<file path="src/hdl/imu_pkg.sv">
// ==============================
// Shared definitions for the orientation sensor to UART design
// Timing defaults assume a 25 MHz clock and 115200 baud
// ==============================
`default_nettype none

package imu_pkg;

    // ==============================
    // Types
    // ==============================
    typedef logic [7:0]  byte_t;
    typedef logic [7:0]  reg_addr_t;
    typedef logic [15:0] angle_t;
    typedef logic [2:0]  burst_len_t;   // 1 to 6 bytes per read

    typedef enum logic [3:0] {
        ST_STARTUP,     // Power-on wait
        ST_ID_REQ,
        ST_ID_WAIT,
        ST_WR_REQ,      // Four configuration writes
        ST_CALIB,
        ST_IDLE,        // Sample timer running
        ST_RD_REQ,
        ST_RD_DATA,
        ST_HANDOFF,
        ST_ERROR
    } ctrl_state_t;

    // ==============================
    // Sensor registers and values
    // ==============================
    localparam reg_addr_t REG_CHIP_ID    = 8'h00;
    localparam reg_addr_t REG_OPR_MODE   = 8'h3D;
    localparam reg_addr_t REG_PWR_MODE   = 8'h3E;
    localparam reg_addr_t REG_UNIT_SEL   = 8'h3B;
    localparam reg_addr_t REG_EULER_BASE = 8'h1A;   // Heading LSB, then roll, pitch

    localparam byte_t CHIP_ID_VALUE = 8'hA0;
    localparam byte_t MODE_CONFIG   = 8'h00;
    localparam byte_t MODE_NDOF     = 8'h0C;        // 9 axis fusion
    localparam byte_t PWR_NORMAL    = 8'h00;
    localparam byte_t UNITS_DEGREES = 8'h00;

    localparam burst_len_t EULER_BYTES = 3'd6;

    // Timing defaults in clock cycles
    localparam int STARTUP_CYCLES_DEF = 16_250_000;    // 650 ms
    localparam int CALIB_CYCLES_DEF   = 25_000_000;    // 1 s
    localparam int SAMPLE_CYCLES_DEF  = 2_500_000;     // 10 Hz
    localparam int CLKS_PER_BIT_DEF   = 217;

    // ==============================
    // Output line format
    // ==============================
    localparam int    LINE_LEN      = 21;   // H:hhhh R:rrrr P:pppp plus newline
    localparam int    CHAR_IDX_W    = $clog2(LINE_LEN);
    localparam byte_t ASCII_NEWLINE = 8'h0A;

endpackage

`default_nettype wire
</file>
<file path="src/hdl/imu_uart_top.sv">
// ==============================
// Sensor controller, line formatter and UART transmitter
// Expects an external byte-level I2C master on the request port
// ==============================
`timescale 1ns/1ns
`default_nettype none

module imu_uart_top import imu_pkg::*; #(
    parameter int STARTUP_CYCLES = STARTUP_CYCLES_DEF,
    parameter int CALIB_CYCLES   = CALIB_CYCLES_DEF,
    parameter int SAMPLE_CYCLES  = SAMPLE_CYCLES_DEF,
    parameter int CLKS_PER_BIT   = CLKS_PER_BIT_DEF
) (
    input  wire         CLK,
    input  wire         rst,
    // Register request port
    output logic        req_valid_o,
    input  wire         req_ready_i,
    output logic        req_write_o,
    output reg_addr_t   req_addr_o,
    output byte_t       req_wdata_o,
    output burst_len_t  req_len_o,
    input  wire         rsp_valid_i,
    input  wire byte_t  rsp_data_i,
    input  wire         nack_i,
    // Serial output and status
    output logic        tx_o,
    output logic        init_done_o,
    output logic        error_o,
    output logic        sending_o
);

    logic   sample_valid;
    logic   sample_ready;
    angle_t heading;
    angle_t roll;
    angle_t pitch;
    logic   char_valid;
    logic   char_ready;
    byte_t  char_data;

    imu_sensor_ctrl #(
        .STARTUP_CYCLES (STARTUP_CYCLES),
        .CALIB_CYCLES   (CALIB_CYCLES),
        .SAMPLE_CYCLES  (SAMPLE_CYCLES)
    ) u_ctrl (
        .CLK            (CLK),
        .rst            (rst),
        .req_valid_o    (req_valid_o),
        .req_ready_i    (req_ready_i),
        .req_write_o    (req_write_o),
        .req_addr_o     (req_addr_o),
        .req_wdata_o    (req_wdata_o),
        .req_len_o      (req_len_o),
        .rsp_valid_i    (rsp_valid_i),
        .rsp_data_i     (rsp_data_i),
        .nack_i         (nack_i),
        .sample_valid_o (sample_valid),
        .sample_ready_i (sample_ready),
        .heading_o      (heading),
        .roll_o         (roll),
        .pitch_o        (pitch),
        .init_done_o    (init_done_o),
        .error_o        (error_o)
    );

    euler_line_fmt u_fmt (
        .CLK            (CLK),
        .rst            (rst),
        .sample_valid_i (sample_valid),
        .sample_ready_o (sample_ready),
        .heading_i      (heading),
        .roll_i         (roll),
        .pitch_i        (pitch),
        .char_valid_o   (char_valid),
        .char_ready_i   (char_ready),
        .char_data_o    (char_data),
        .sending_o      (sending_o)
    );

    uart_tx #(
        .CLKS_PER_BIT   (CLKS_PER_BIT)
    ) u_tx (
        .CLK            (CLK),
        .rst            (rst),
        .char_valid_i   (char_valid),
        .char_ready_o   (char_ready),
        .char_data_i    (char_data),
        .tx_o           (tx_o)
    );

endmodule

`default_nettype wire

</file>
<file path="src/hdl/uart_tx.sv">
// ==============================
// 8N1 transmitter, one byte per 10 bit periods
// Accepts a byte only while idle
// ==============================
`timescale 1ns/1ns
`default_nettype none

module uart_tx import imu_pkg::*; #(
    parameter int CLKS_PER_BIT = CLKS_PER_BIT_DEF
) (
    input  wire         CLK,
    input  wire         rst,
    input  wire         char_valid_i,
    output logic        char_ready_o,
    input  wire byte_t  char_data_i,
    output logic        tx_o
);

    localparam int CNT_W = $clog2(CLKS_PER_BIT + 1);

    logic             busy_q;
    logic [CNT_W-1:0] clk_cnt_q;    // Position within a bit period
    logic [3:0]       bit_cnt_q;    // 0 start, 1-8 data, 9 stop
    logic [9:0]       frame_q;

    assign char_ready_o = !busy_q;
    assign tx_o         = busy_q ? frame_q[0] : 1'b1;   // Idle high

    always_ff @(posedge CLK) begin
        if (rst) begin
            busy_q    <= 1'b0;
            clk_cnt_q <= '0;
            bit_cnt_q <= '0;
        end else if (!busy_q) begin
            if (char_valid_i) begin
                busy_q    <= 1'b1;
                clk_cnt_q <= '0;
                bit_cnt_q <= '0;
            end
        end else if (clk_cnt_q == CNT_W'(CLKS_PER_BIT - 1)) begin
            clk_cnt_q <= '0;
            if (bit_cnt_q == 4'd9) begin
                busy_q <= 1'b0;         // Stop bit done
            end else begin
                bit_cnt_q <= bit_cnt_q + 1'b1;
            end
        end else begin
            clk_cnt_q <= clk_cnt_q + 1'b1;
        end
    end

    // Frame shifts out LSB first
    always_ff @(posedge CLK) begin
        if (!busy_q && char_valid_i) begin
            frame_q <= {1'b1, char_data_i, 1'b0};
        end else if (busy_q && clk_cnt_q == CNT_W'(CLKS_PER_BIT - 1)) begin
            frame_q <= {1'b1, frame_q[9:1]};
        end
    end

endmodule

`default_nettype wire

</file>
<file path="src/hdl/euler_line_fmt.sv">
// ==============================
// One-sample line buffer, streams H:hhhh R:rrrr P:pppp and newline
// ==============================
`timescale 1ns/1ns
`default_nettype none

module euler_line_fmt import imu_pkg::*; (
    input  wire          CLK,
    input  wire          rst,
    input  wire          sample_valid_i,
    output logic         sample_ready_o,
    input  wire angle_t  heading_i,
    input  wire angle_t  roll_i,
    input  wire angle_t  pitch_i,
    output logic         char_valid_o,
    input  wire          char_ready_i,
    output byte_t        char_data_o,
    output logic         sending_o
);

    logic                  full_q;
    logic [CHAR_IDX_W-1:0] char_idx_q;
    angle_t                heading_q;
    angle_t                roll_q;
    angle_t                pitch_q;
    logic                  last_xfer;

    function automatic byte_t hex_char(input logic [3:0] nib);
        return (nib < 4'd10) ? 8'h30 + nib : 8'h37 + nib;   // 0-9, A-F
    endfunction

    // Nibble pos 0 is the most significant
    function automatic logic [3:0] nibble_at(input angle_t a, input logic [1:0] pos);
        angle_t s;
        s = a << {pos, 2'b00};
        return s[15:12];
    endfunction

    assign last_xfer      = char_valid_o && char_ready_i &&
                            (char_idx_q == CHAR_IDX_W'(LINE_LEN - 1));
    assign sample_ready_o = !full_q || last_xfer;   // Reload as the newline leaves
    assign char_valid_o   = full_q;
    assign sending_o      = full_q;

    always_ff @(posedge CLK) begin
        if (rst) begin
            full_q     <= 1'b0;
            char_idx_q <= '0;
        end else if (sample_valid_i && sample_ready_o) begin
            full_q     <= 1'b1;
            char_idx_q <= '0;
        end else if (last_xfer) begin
            full_q     <= 1'b0;
            char_idx_q <= '0;
        end else if (char_valid_o && char_ready_i) begin
            char_idx_q <= char_idx_q + 1'b1;
        end
    end

    always_ff @(posedge CLK) begin
        if (sample_valid_i && sample_ready_o) begin
            heading_q <= heading_i;
            roll_q    <= roll_i;
            pitch_q   <= pitch_i;
        end
    end

    always_comb begin
        unique case (char_idx_q)
            5'd0:                    char_data_o = "H";
            5'd7:                    char_data_o = "R";
            5'd14:                   char_data_o = "P";
            5'd1, 5'd8, 5'd15:       char_data_o = ":";
            5'd6, 5'd13:             char_data_o = " ";
            5'd2, 5'd3, 5'd4, 5'd5:
                char_data_o = hex_char(nibble_at(heading_q, 2'(char_idx_q - 5'd2)));
            5'd9, 5'd10, 5'd11, 5'd12:
                char_data_o = hex_char(nibble_at(roll_q, 2'(char_idx_q - 5'd9)));
            5'd16, 5'd17, 5'd18, 5'd19:
                char_data_o = hex_char(nibble_at(pitch_q, 2'(char_idx_q - 5'd16)));
            default:                 char_data_o = ASCII_NEWLINE;
        endcase
    end

    a_idx_range: assert property (@(posedge CLK) disable iff (rst)
        char_idx_q < CHAR_IDX_W'(LINE_LEN));

endmodule

`default_nettype wire

</file>
<file path="src/hdl/imu_sensor_ctrl.sv">
// ==============================
// Sensor bring-up and periodic Euler burst reads
// Requests wait on req_ready_i forever, error state is terminal
// ==============================
`timescale 1ns/1ns
`default_nettype none

module imu_sensor_ctrl import imu_pkg::*; #(
    parameter int STARTUP_CYCLES = STARTUP_CYCLES_DEF,
    parameter int CALIB_CYCLES   = CALIB_CYCLES_DEF,
    parameter int SAMPLE_CYCLES  = SAMPLE_CYCLES_DEF
) (
    input  wire         CLK,
    input  wire         rst,
    // Register request port
    output logic        req_valid_o,
    input  wire         req_ready_i,
    output logic        req_write_o,
    output reg_addr_t   req_addr_o,
    output byte_t       req_wdata_o,
    output burst_len_t  req_len_o,
    // Read response and acknowledge error
    input  wire         rsp_valid_i,
    input  wire byte_t  rsp_data_i,
    input  wire         nack_i,
    // Sample channel
    output logic        sample_valid_o,
    input  wire         sample_ready_i,
    output angle_t      heading_o,
    output angle_t      roll_o,
    output angle_t      pitch_o,
    // Status
    output logic        init_done_o,
    output logic        error_o
);

    localparam int WAIT_MAX = (STARTUP_CYCLES > CALIB_CYCLES) ? STARTUP_CYCLES : CALIB_CYCLES;
    localparam int WAIT_W   = $clog2(WAIT_MAX + 1);
    localparam int SAMPLE_W = $clog2(SAMPLE_CYCLES + 1);

    ctrl_state_t        state_q;
    logic [WAIT_W-1:0]  wait_cnt_q;
    logic [SAMPLE_W-1:0] sample_cnt_q;
    logic [1:0]         wr_idx_q;       // Which configuration write
    burst_len_t         byte_cnt_q;
    logic [47:0]        burst_q;        // Euler bytes, first byte lowest
    logic               req_xfer;
    logic               sample_due;

    assign req_valid_o = (state_q == ST_ID_REQ) || (state_q == ST_WR_REQ) ||
                         (state_q == ST_RD_REQ);
    assign req_xfer    = req_valid_o && req_ready_i;
    assign sample_due  = (sample_cnt_q == SAMPLE_W'(SAMPLE_CYCLES - 1));

    // Request fields depend on registered state only, so they hold during a stall
    always_comb begin
        req_write_o = 1'b0;
        req_addr_o  = REG_CHIP_ID;
        req_wdata_o = '0;
        req_len_o   = 3'd1;
        unique case (state_q)
            ST_WR_REQ: begin
                req_write_o = 1'b1;
                unique case (wr_idx_q)
                    2'd0: begin
                        req_addr_o  = REG_OPR_MODE;
                        req_wdata_o = MODE_CONFIG;
                    end
                    2'd1: begin
                        req_addr_o  = REG_PWR_MODE;
                        req_wdata_o = PWR_NORMAL;
                    end
                    2'd2: begin
                        req_addr_o  = REG_UNIT_SEL;
                        req_wdata_o = UNITS_DEGREES;
                    end
                    default: begin
                        req_addr_o  = REG_OPR_MODE;
                        req_wdata_o = MODE_NDOF;
                    end
                endcase
            end
            ST_RD_REQ: begin
                req_addr_o = REG_EULER_BASE;
                req_len_o  = EULER_BYTES;
            end
            default: ;
        endcase
    end

    // ==============================
    // Main sequence
    // ==============================
    always_ff @(posedge CLK) begin
        if (rst) begin
            state_q     <= ST_STARTUP;
            wait_cnt_q  <= '0;
            wr_idx_q    <= '0;
            byte_cnt_q  <= '0;
            init_done_o <= 1'b0;
        end else begin
            unique case (state_q)
                ST_STARTUP: begin
                    if (wait_cnt_q == WAIT_W'(STARTUP_CYCLES - 1)) begin
                        wait_cnt_q <= '0;
                        state_q    <= ST_ID_REQ;
                    end else begin
                        wait_cnt_q <= wait_cnt_q + 1'b1;
                    end
                end
                ST_ID_REQ: if (req_xfer) state_q <= ST_ID_WAIT;
                ST_ID_WAIT: begin
                    if (rsp_valid_i) begin
                        state_q <= (rsp_data_i == CHIP_ID_VALUE) ? ST_WR_REQ : ST_ERROR;
                    end
                end
                ST_WR_REQ: begin
                    if (req_xfer) begin
                        wr_idx_q <= wr_idx_q + 1'b1;
                        if (wr_idx_q == 2'd3) state_q <= ST_CALIB;
                    end
                end
                ST_CALIB: begin
                    if (wait_cnt_q == WAIT_W'(CALIB_CYCLES - 1)) begin
                        init_done_o <= 1'b1;
                        state_q     <= ST_IDLE;
                    end else begin
                        wait_cnt_q <= wait_cnt_q + 1'b1;
                    end
                end
                ST_IDLE: if (sample_due) state_q <= ST_RD_REQ;
                ST_RD_REQ: begin
                    if (req_xfer) begin
                        byte_cnt_q <= '0;
                        state_q    <= ST_RD_DATA;
                    end
                end
                ST_RD_DATA: begin
                    if (rsp_valid_i) begin
                        byte_cnt_q <= byte_cnt_q + 1'b1;
                        if (byte_cnt_q == burst_len_t'(EULER_BYTES - 1)) begin
                            state_q <= ST_HANDOFF;
                        end
                    end
                end
                ST_HANDOFF: if (sample_ready_i) state_q <= ST_IDLE;    // Blocks next read
                default: ;   // ST_ERROR holds
            endcase

            if (nack_i) state_q <= ST_ERROR;
        end
    end

    // Sample period runs from each burst request
    always_ff @(posedge CLK) begin
        if (rst) begin
            sample_cnt_q <= '0;
        end else if (state_q == ST_CALIB || (req_xfer && state_q == ST_RD_REQ)) begin
            sample_cnt_q <= '0;
        end else if (!sample_due) begin
            sample_cnt_q <= sample_cnt_q + 1'b1;
        end
    end

    // Little-endian byte packing
    always_ff @(posedge CLK) begin
        if (state_q == ST_RD_DATA && rsp_valid_i) begin
            burst_q <= {rsp_data_i, burst_q[47:8]};
        end
    end

    assign sample_valid_o = (state_q == ST_HANDOFF);
    assign heading_o      = burst_q[15:0];
    assign roll_o         = burst_q[31:16];
    assign pitch_o        = burst_q[47:32];
    assign error_o        = (state_q == ST_ERROR);

    // ==============================
    // Checks
    // ==============================
    a_req_stable: assert property (@(posedge CLK) disable iff (rst)
        req_valid_o && !req_ready_i && !nack_i |=>
            req_valid_o && $stable({req_write_o, req_addr_o, req_wdata_o, req_len_o}));

    // Responses only for an outstanding read
    a_rsp_expected: assert property (@(posedge CLK) disable iff (rst)
        rsp_valid_i |-> (state_q == ST_ID_WAIT || state_q == ST_RD_DATA));

endmodule

`default_nettype wire

</file>
<file path="config.mk">
export PLATFORM = sky130hd
export DESIGN_NAME = imu_uart_top
export DESIGN_NICKNAME = d
export VERILOG_FILES = /design/src/hdl/imu_pkg.sv /design/src/hdl/imu_uart_top.sv /design/src/hdl/uart_tx.sv /design/src/hdl/euler_line_fmt.sv /design/src/hdl/imu_sensor_ctrl.sv
export SDC_FILE = /design/constraint.sdc
export NUM_CORES = 1
export LEC_CHECK = 0
export BUFFER_PORTS_ARGS = -buffer_cell sky130_fd_sc_hd__clkbuf_2
export CAP_MARGIN = 5
export CORE_ASPECT_RATIO = 0.5
export CORE_MARGIN = 2
export CORE_UTILIZATION = 45
export DETAILED_ROUTE_END_ITERATION = 16
export HOLD_SLACK_MARGIN = 0.12
export MAX_ROUTING_LAYER = met4
export PLACE_DENSITY = 0.61
export SLEW_MARGIN = 5
export SYNTH_ARGS = -nofsm -noshare
export SYNTH_HDL_FRONTEND = slang
export SYNTH_SLANG_ARGS = --single-unit
</file>
<file path="constraint.sdc">
create_clock -name CLK -period 4.3 [get_ports CLK]
set_input_delay 0.86 -clock CLK [delete_from_list [all_inputs] [get_ports CLK]]
set_output_delay 0.86 -clock CLK [all_outputs]
set_load 0.01 [all_outputs]
</file>
---- After elaboration in Yosys (flattened, before gate mapping) ----
Index checks and enable logic that the tools add are counted.
word-level totals
  output and inout port bits .............. 25
  input port bits ......................... 13
  bits in registers ....................... 181
  word-level logic and storage cells ...... 189
cells by class
  add/sub/neg operators ................... 16
  order comparisons ....................... 3
  eq/ne operators ......................... 64
  mux-type cells .......................... 46
  reduce and logical (&&, ||, !) cells .... 39
  shifts and indexed selects .............. 3
operator list
  cell                                                    count
  2-to-1 mux 4 bit                                        18
  one-hot mux 8 bit (8 select lines)                      1
  2-to-1 mux 8 bit                                        7
  2-to-1 mux 25 bit                                       2
  one-hot mux 25 bit (2 select lines)                     1
  left shift 16 x 4 -> 16 bit                             3
  adder 6 x 4 -> 7 bit (first input constant)             6
  equality test 5 x 4 -> 1 bit (second input constant)    8
  one-hot mux 4 bit (9 select lines)                      1
  adder 25 x 1 -> 25 bit (second input constant)          1
  equality test 25 x 24 -> 1 bit (second input constant)  1
  equality test 25 bit (second input constant)            1
  equality test 5 bit (second input constant)             5
  AND reduction 12 bit                                    2
  adder 22 x 1 -> 22 bit (second input constant)          1
  equality test 22 bit (second input constant)            1
  inequality test 3 x 2 -> 1 bit (second input constant)  7
  equality test 5 x 3 -> 1 bit (second input constant)    4
  2-to-1 mux 9 bit                                        2
  equality test 4 x 3 -> 1 bit (second input constant)    4
  equality test 8 bit (second input constant)             2
  one-hot mux 8 bit (2 select lines)                      1
  inequality test 2 x 1 -> 1 bit (second input constant)  7
  inequality test 2 bit (second input constant)           7
  34 further kinds                                        78

---- Depth between registers and ports, before layout ----
  depth in word-level cells ............... 7
  depth in mapped cells ................... 13

---- Hierarchy ----
From an unflattened synthesis, not the netlist that was laid out.
unflattened totals
  cell total of the unflattened synthesis .. 740
  area total of the unflattened synthesis .. 8439.3 um^2
by module, submodules not included
  module           cells each  instances  area each (um^2)
  imu_sensor_ctrl  438         1          4702.0
  euler_line_fmt   193         1          2645.0
  uart_tx          109         1          1092.3

---- Least setup slack after synthesis ----
Ideal clock, no wire load.
  kind .................................... register -> register
  from .................................... register u_fmt.char_idx_q[0]
  to ...................................... register u_fmt.char_idx_q[4]
  cell stages (with the launch flop) ...... 10
  setup slack ............................. 108 ps
  setup time .............................. 133 ps
  arrival ................................. 4059 ps
  cells stage by stage .................... dfxtp_1 -> buf_2 -> buf_6 -> inv_1 -> ha_1 -> nand3b_1 -> o31ai_1 -> nor2b_1 -> or3_1 -> a211oi_1
on the way
  longest elaborated chain between the ends .. 5
  elaborated cells between the ends (all ways) .. 6
  those cells by class .................... add/sub (1); eq/ne (1); reduce/logical (4)
RTL lines
  what                                 RTL line              RTL
  start, declared                      euler_line_fmt.sv:22  logic [CHAR_IDX_W-1:0] char_idx_q;
  start signal, assigned               euler_line_fmt.sv:56  char_idx_q <= char_idx_q + 1'b1;
  equality test 5 bit                  euler_line_fmt.sv:40  (char_idx_q == CHAR_IDX_W'(LINE_LEN - 1));
  logical AND 1 bit                    euler_line_fmt.sv:39  assign last_xfer = char_valid_o && char_ready_i &&
  logical OR 1 bit                     euler_line_fmt.sv:41  assign sample_ready_o = !full_q || last_xfer;
  logical AND 1 bit                    euler_line_fmt.sv:49  end else if (sample_valid_i && sample_ready_o) begin
  OR reduction 3 bit (no source line)  -
Several ways; a longest one is shown, not always the timed one.
A chain may end at the register's enable or synchronous reset.

---- Final worst setup path ----
  from .................................... register u_ctrl.state_q[0]
  to ...................................... output req_wdata_o[3]
on the way
  longest elaborated chain between the ends .. 2
RTL lines
  what                          RTL line                RTL
  start, declared               imu_sensor_ctrl.sv:41   ctrl_state_t state_q;
  start signal, assigned        imu_sensor_ctrl.sv:114  state_q <= (rsp_data_i == CHIP_ID_VALUE) ? ST_WR_REQ : ST_ERROR;
  equality test 4 x 2 -> 1 bit  imu_sensor_ctrl.sv:61   unique case (state_q)
  2-to-1 mux 8 bit              imu_sensor_ctrl.sv:61
  end, declared                 imu_uart_top.sv:21      output byte_t req_wdata_o,
No other way between the ends.

==> flow_summary_export.csv <==
group,metric,value,unit
outcome,run_status,"complete, no violations",
route,dr.first_iter.drc_count,469,
setup_path,start_kind,"flip-flop",
sta,timing.final.crit_share,70.9,%
logic_synthesis,synth_flop_cell,"edfxtp_1",
clocking,ctsResizeCount,0,
logic_synthesis,ys_top_cells_by_count,"edfxtp_1, nor2_1, dfxtp_1",
power_and_ir_drop,p_int,3.05,mW
sta,finalMaxSlewViolations,0,
global_routing,grt_pass1_wl,26200,µm
sta,fin_setup_tns,0,ns
route,drc,0,
route,vias,5457,
logic_synthesis,syn_area,0.00822,mm²
setup_path,path_buf_inv,2,
clocking,cts_tree,"yes",
clocking,postCtsHoldBufs,0,
power_and_ir_drop,combinationalPowerShare,14.7,%
clocking,path_clk_slew,0.08,ns
route,ant_nets,0,
placed_design,gp_congestion,0.833,
sta,rsz0062_at_grt,"false",
power_and_ir_drop,ir_drop,0.309,mV
route,drt_first_pass_iters,5,
setup_path,path_class,"flip-flop to output pin",
logic_synthesis,post-synth-top-area-fraction,38.0,%
logic_synthesis,synth_cell_type_count,68,
power_and_ir_drop,sw_frac_of_total,30.8,%
power_and_ir_drop,power_density,481,mW/mm²
logic_synthesis,netlist_instances,733,
layout,drive_above_1_share,11.9,%
setup_path,worstSetupEndpointType,"output pin",
global_routing,antenna_found_initial,0,
route,wire_per_inst,15.4,µm
setup_path,crit_slowest_cell,"dfxtp_1",
die,dieHeight,99.6,µm
setup_path,crit_required,3.44,ns
die,start_util,46.7,%
setup_path,cp_slowest_stage_delay,0.66,ns
sta,skew,0.0221,ns
placed_design,dp_hpwl,10500,µm
die,rows,34,
logic_synthesis,avgSynthCellArea,11.2,µm²
route,drt_wl_total,15400,µm
power_and_ir_drop,seqPwrFrac,46.9,%
die,dieArea,0.0194,mm²
logic_synthesis,synth_seq_cells,181,
logic_synthesis,yosysSeqAreaShare,56.7,%
power_and_ir_drop,totalPowerFinal,4.41,mW
setup_path,critPathMaxFanout,14,
clocking,root_buffer,"clkbuf_16",
setup_path,path_cells,"nand2_1 -> or3_1 -> inv_1 -> and2_1 -> clkbuf_2",
clocking,htree_levels,4,
route,viasPerCell,5.46,
layout,fillers,1541,
setup_path,critPathArrivalTime,2.19,ns
die,fp.dieW,195,µm
power_and_ir_drop,p_clk_share,38.4,%
power_and_ir_drop,power.net_switching,1.36,mW
clocking,clk_latency,0.44,ns
sta,fmaxAchievable,328,MHz
global_routing,grt_remaining_overflow,0,
sta,worst_pin_slew,1.11,ns
logic_synthesis,synth.most_common_cell,"edfxtp_1",
power_and_ir_drop,p_leak,3.14,nW
logic_synthesis,synth_warnings,0,
logic_synthesis,synth_edf_count,104,
global_routing,track_usage,17.3,%
sta,setup_violations,0,
logic_synthesis,synth.largest_area_cell,"edfxtp_1",
placed_design,io_buffer_count,29,
clocking,cts_setup_buffers,0,
sta,min_period,3.05,ns
layout,fin_nets,786,
worst_hold_path,hold_path.class,"flip-flop to flip-flop",
clocking,cts.sinks,181,
sta,finalHoldViolCount,0,
die,ios,38,
layout,n_antenna_cell,0,
clocking,clockBufferDepth,2,
global_routing,grt_pass1_vias,5143,
clocking,cts_buffers,17,
sta,holdWs,0.422,ns
die,core,0.0176,mm²
sta,slew-limit-headroom,24.7,%
logic_synthesis,synthTopCellsByArea,"edfxtp_1, dfxtp_1, nor2_1, xor2_1, mux4_2",
job,max_cap_violations,0,
layout,areaGrowthSynthToFinish,11.6,%
logic_synthesis,synthArstFlopShare,0,%
global_routing,grt_max_degree,49,
setup_path,cpLargestDelayFamily,"simple AND/OR/NAND/NOR gates",
## cells by family after synthesis
logic type | count (synthesis) | synth area share [%]
other cells | 1 | 0.0456
buf+inv | 69 | 3.87
flops | 181 | 56.7
simple gates | 275 | 17.1
compound gates | 123 | 10.2
mux | 17 | 3.94
xor+xnor | 47 | 5.01
fa+ha+maj | 20 | 3.04
## area by class of cell
| type | instances | area, µm² | share of cell area (%) |
|---|---|---|---|
| multi-input cells | 490 | 3270 | 35.7 |
| well taps | 234 | 293 | 3.19 |
| flip-flops and latches | 181 | 4660 | 50.9 |
| clock buffers | 17 | 425 | 4.64 |
| inverters | 31 | 116 | 1.27 |
| clock inverters | 15 | 231 | 2.52 |
| repair buffers | 32 | 168 | 1.83 |
## routing by layer
metal | up-vias | global-route usage (%) | share of wire [%]
met1 | 2624 | 23.7 | 51
li1 | 2723 | - | -
met2 | 97 | 26.6 | 45
met4 | 0 | 5.81 | 0.85
met5 | - | - | 0
met3 | 13 | 2.58 | 3.1
## layout by cell type (no fill, tap or decap), types with 22 or more instances in the layout
cell type  count
a21oi_1       34
clkbuf_2      29
dfxtp_1       77
edfxtp_1     104
inv_1         30
nand2_1       53
nand3_1       28
nor2_1        81
o21ai_0       22
xor2_1        32
## state kept, by name, summed over array words and instances, names as in the netlist, 5 cells and up
signal / cells
u_fmt.roll_q: 16
u_fmt.pitch_q: 16
u_tx.frame_q: 9
u_ctrl.sample_cnt_q: 22
u_ctrl.burst_q: 48
u_tx.clk_cnt_q: 8
u_fmt.heading_q: 16
u_fmt.char_idx_q: 5
u_ctrl.wait_cnt_q: 25
## power groups by stage
stage               logic, mW  registers, mW  clock network (mW)
CTS                     0.649           2.07                1.74
global placement        0.636           2.11                   0
detailed placement      0.645           2.11                   0
floorplan               0.527           2.05                   0
global route            0.724           2.09                1.79
finish                  0.651           2.07                1.69
## worst reg2reg max path, delay by kind of cell (launching register included)
family                   cells  cell delay, ns
flip-flops                   1            0.67
adder cells (fa/ha/maj)      2            0.56
AO/OA/AOI/OAI                3            0.48
multiplexers                 1            0.38
buffers and inverters        3            0.29
AND/OR/NAND/NOR              2            0.22
## path summary, 6_finish.rpt
kind	start	endpoint	slack, ns	depth (start not counted)
max	u_ctrl.state_q[0]$_SDFFE_PP0P_	req_wdata_o[3]	1.25	5
min	u_ctrl.burst_q[4]$_DFFE_PP_	u_fmt.heading_q[4]$_DFFE_PP_	0.42	0
max reg2reg	u_fmt.char_idx_q[1]$_SDFFE_PP0P_	u_tx.frame_q[7]$_DFFE_PP_	1.46	11
min reg2reg	u_ctrl.burst_q[4]$_DFFE_PP_	u_fmt.heading_q[4]$_DFFE_PP_	0.42	0
## through the flow
stage | utilization [%] | cells | instance area, µm² | worst slack [ns]
global route | 52.1 | 1000 | 9170 | 1.04
floorplan | - | 740 | 8250 | 0.108
detailed placement | 48.3 | 968 | 8510 | 1.50
global placement | 48.3 | 968 | 8510 | 1.55
finish | 52.1 | 1000 | 9170 | 1.25
CTS | 52.1 | 1000 | 9170 | 1.24
Note: power is estimated with default switching activity, not from simulation.
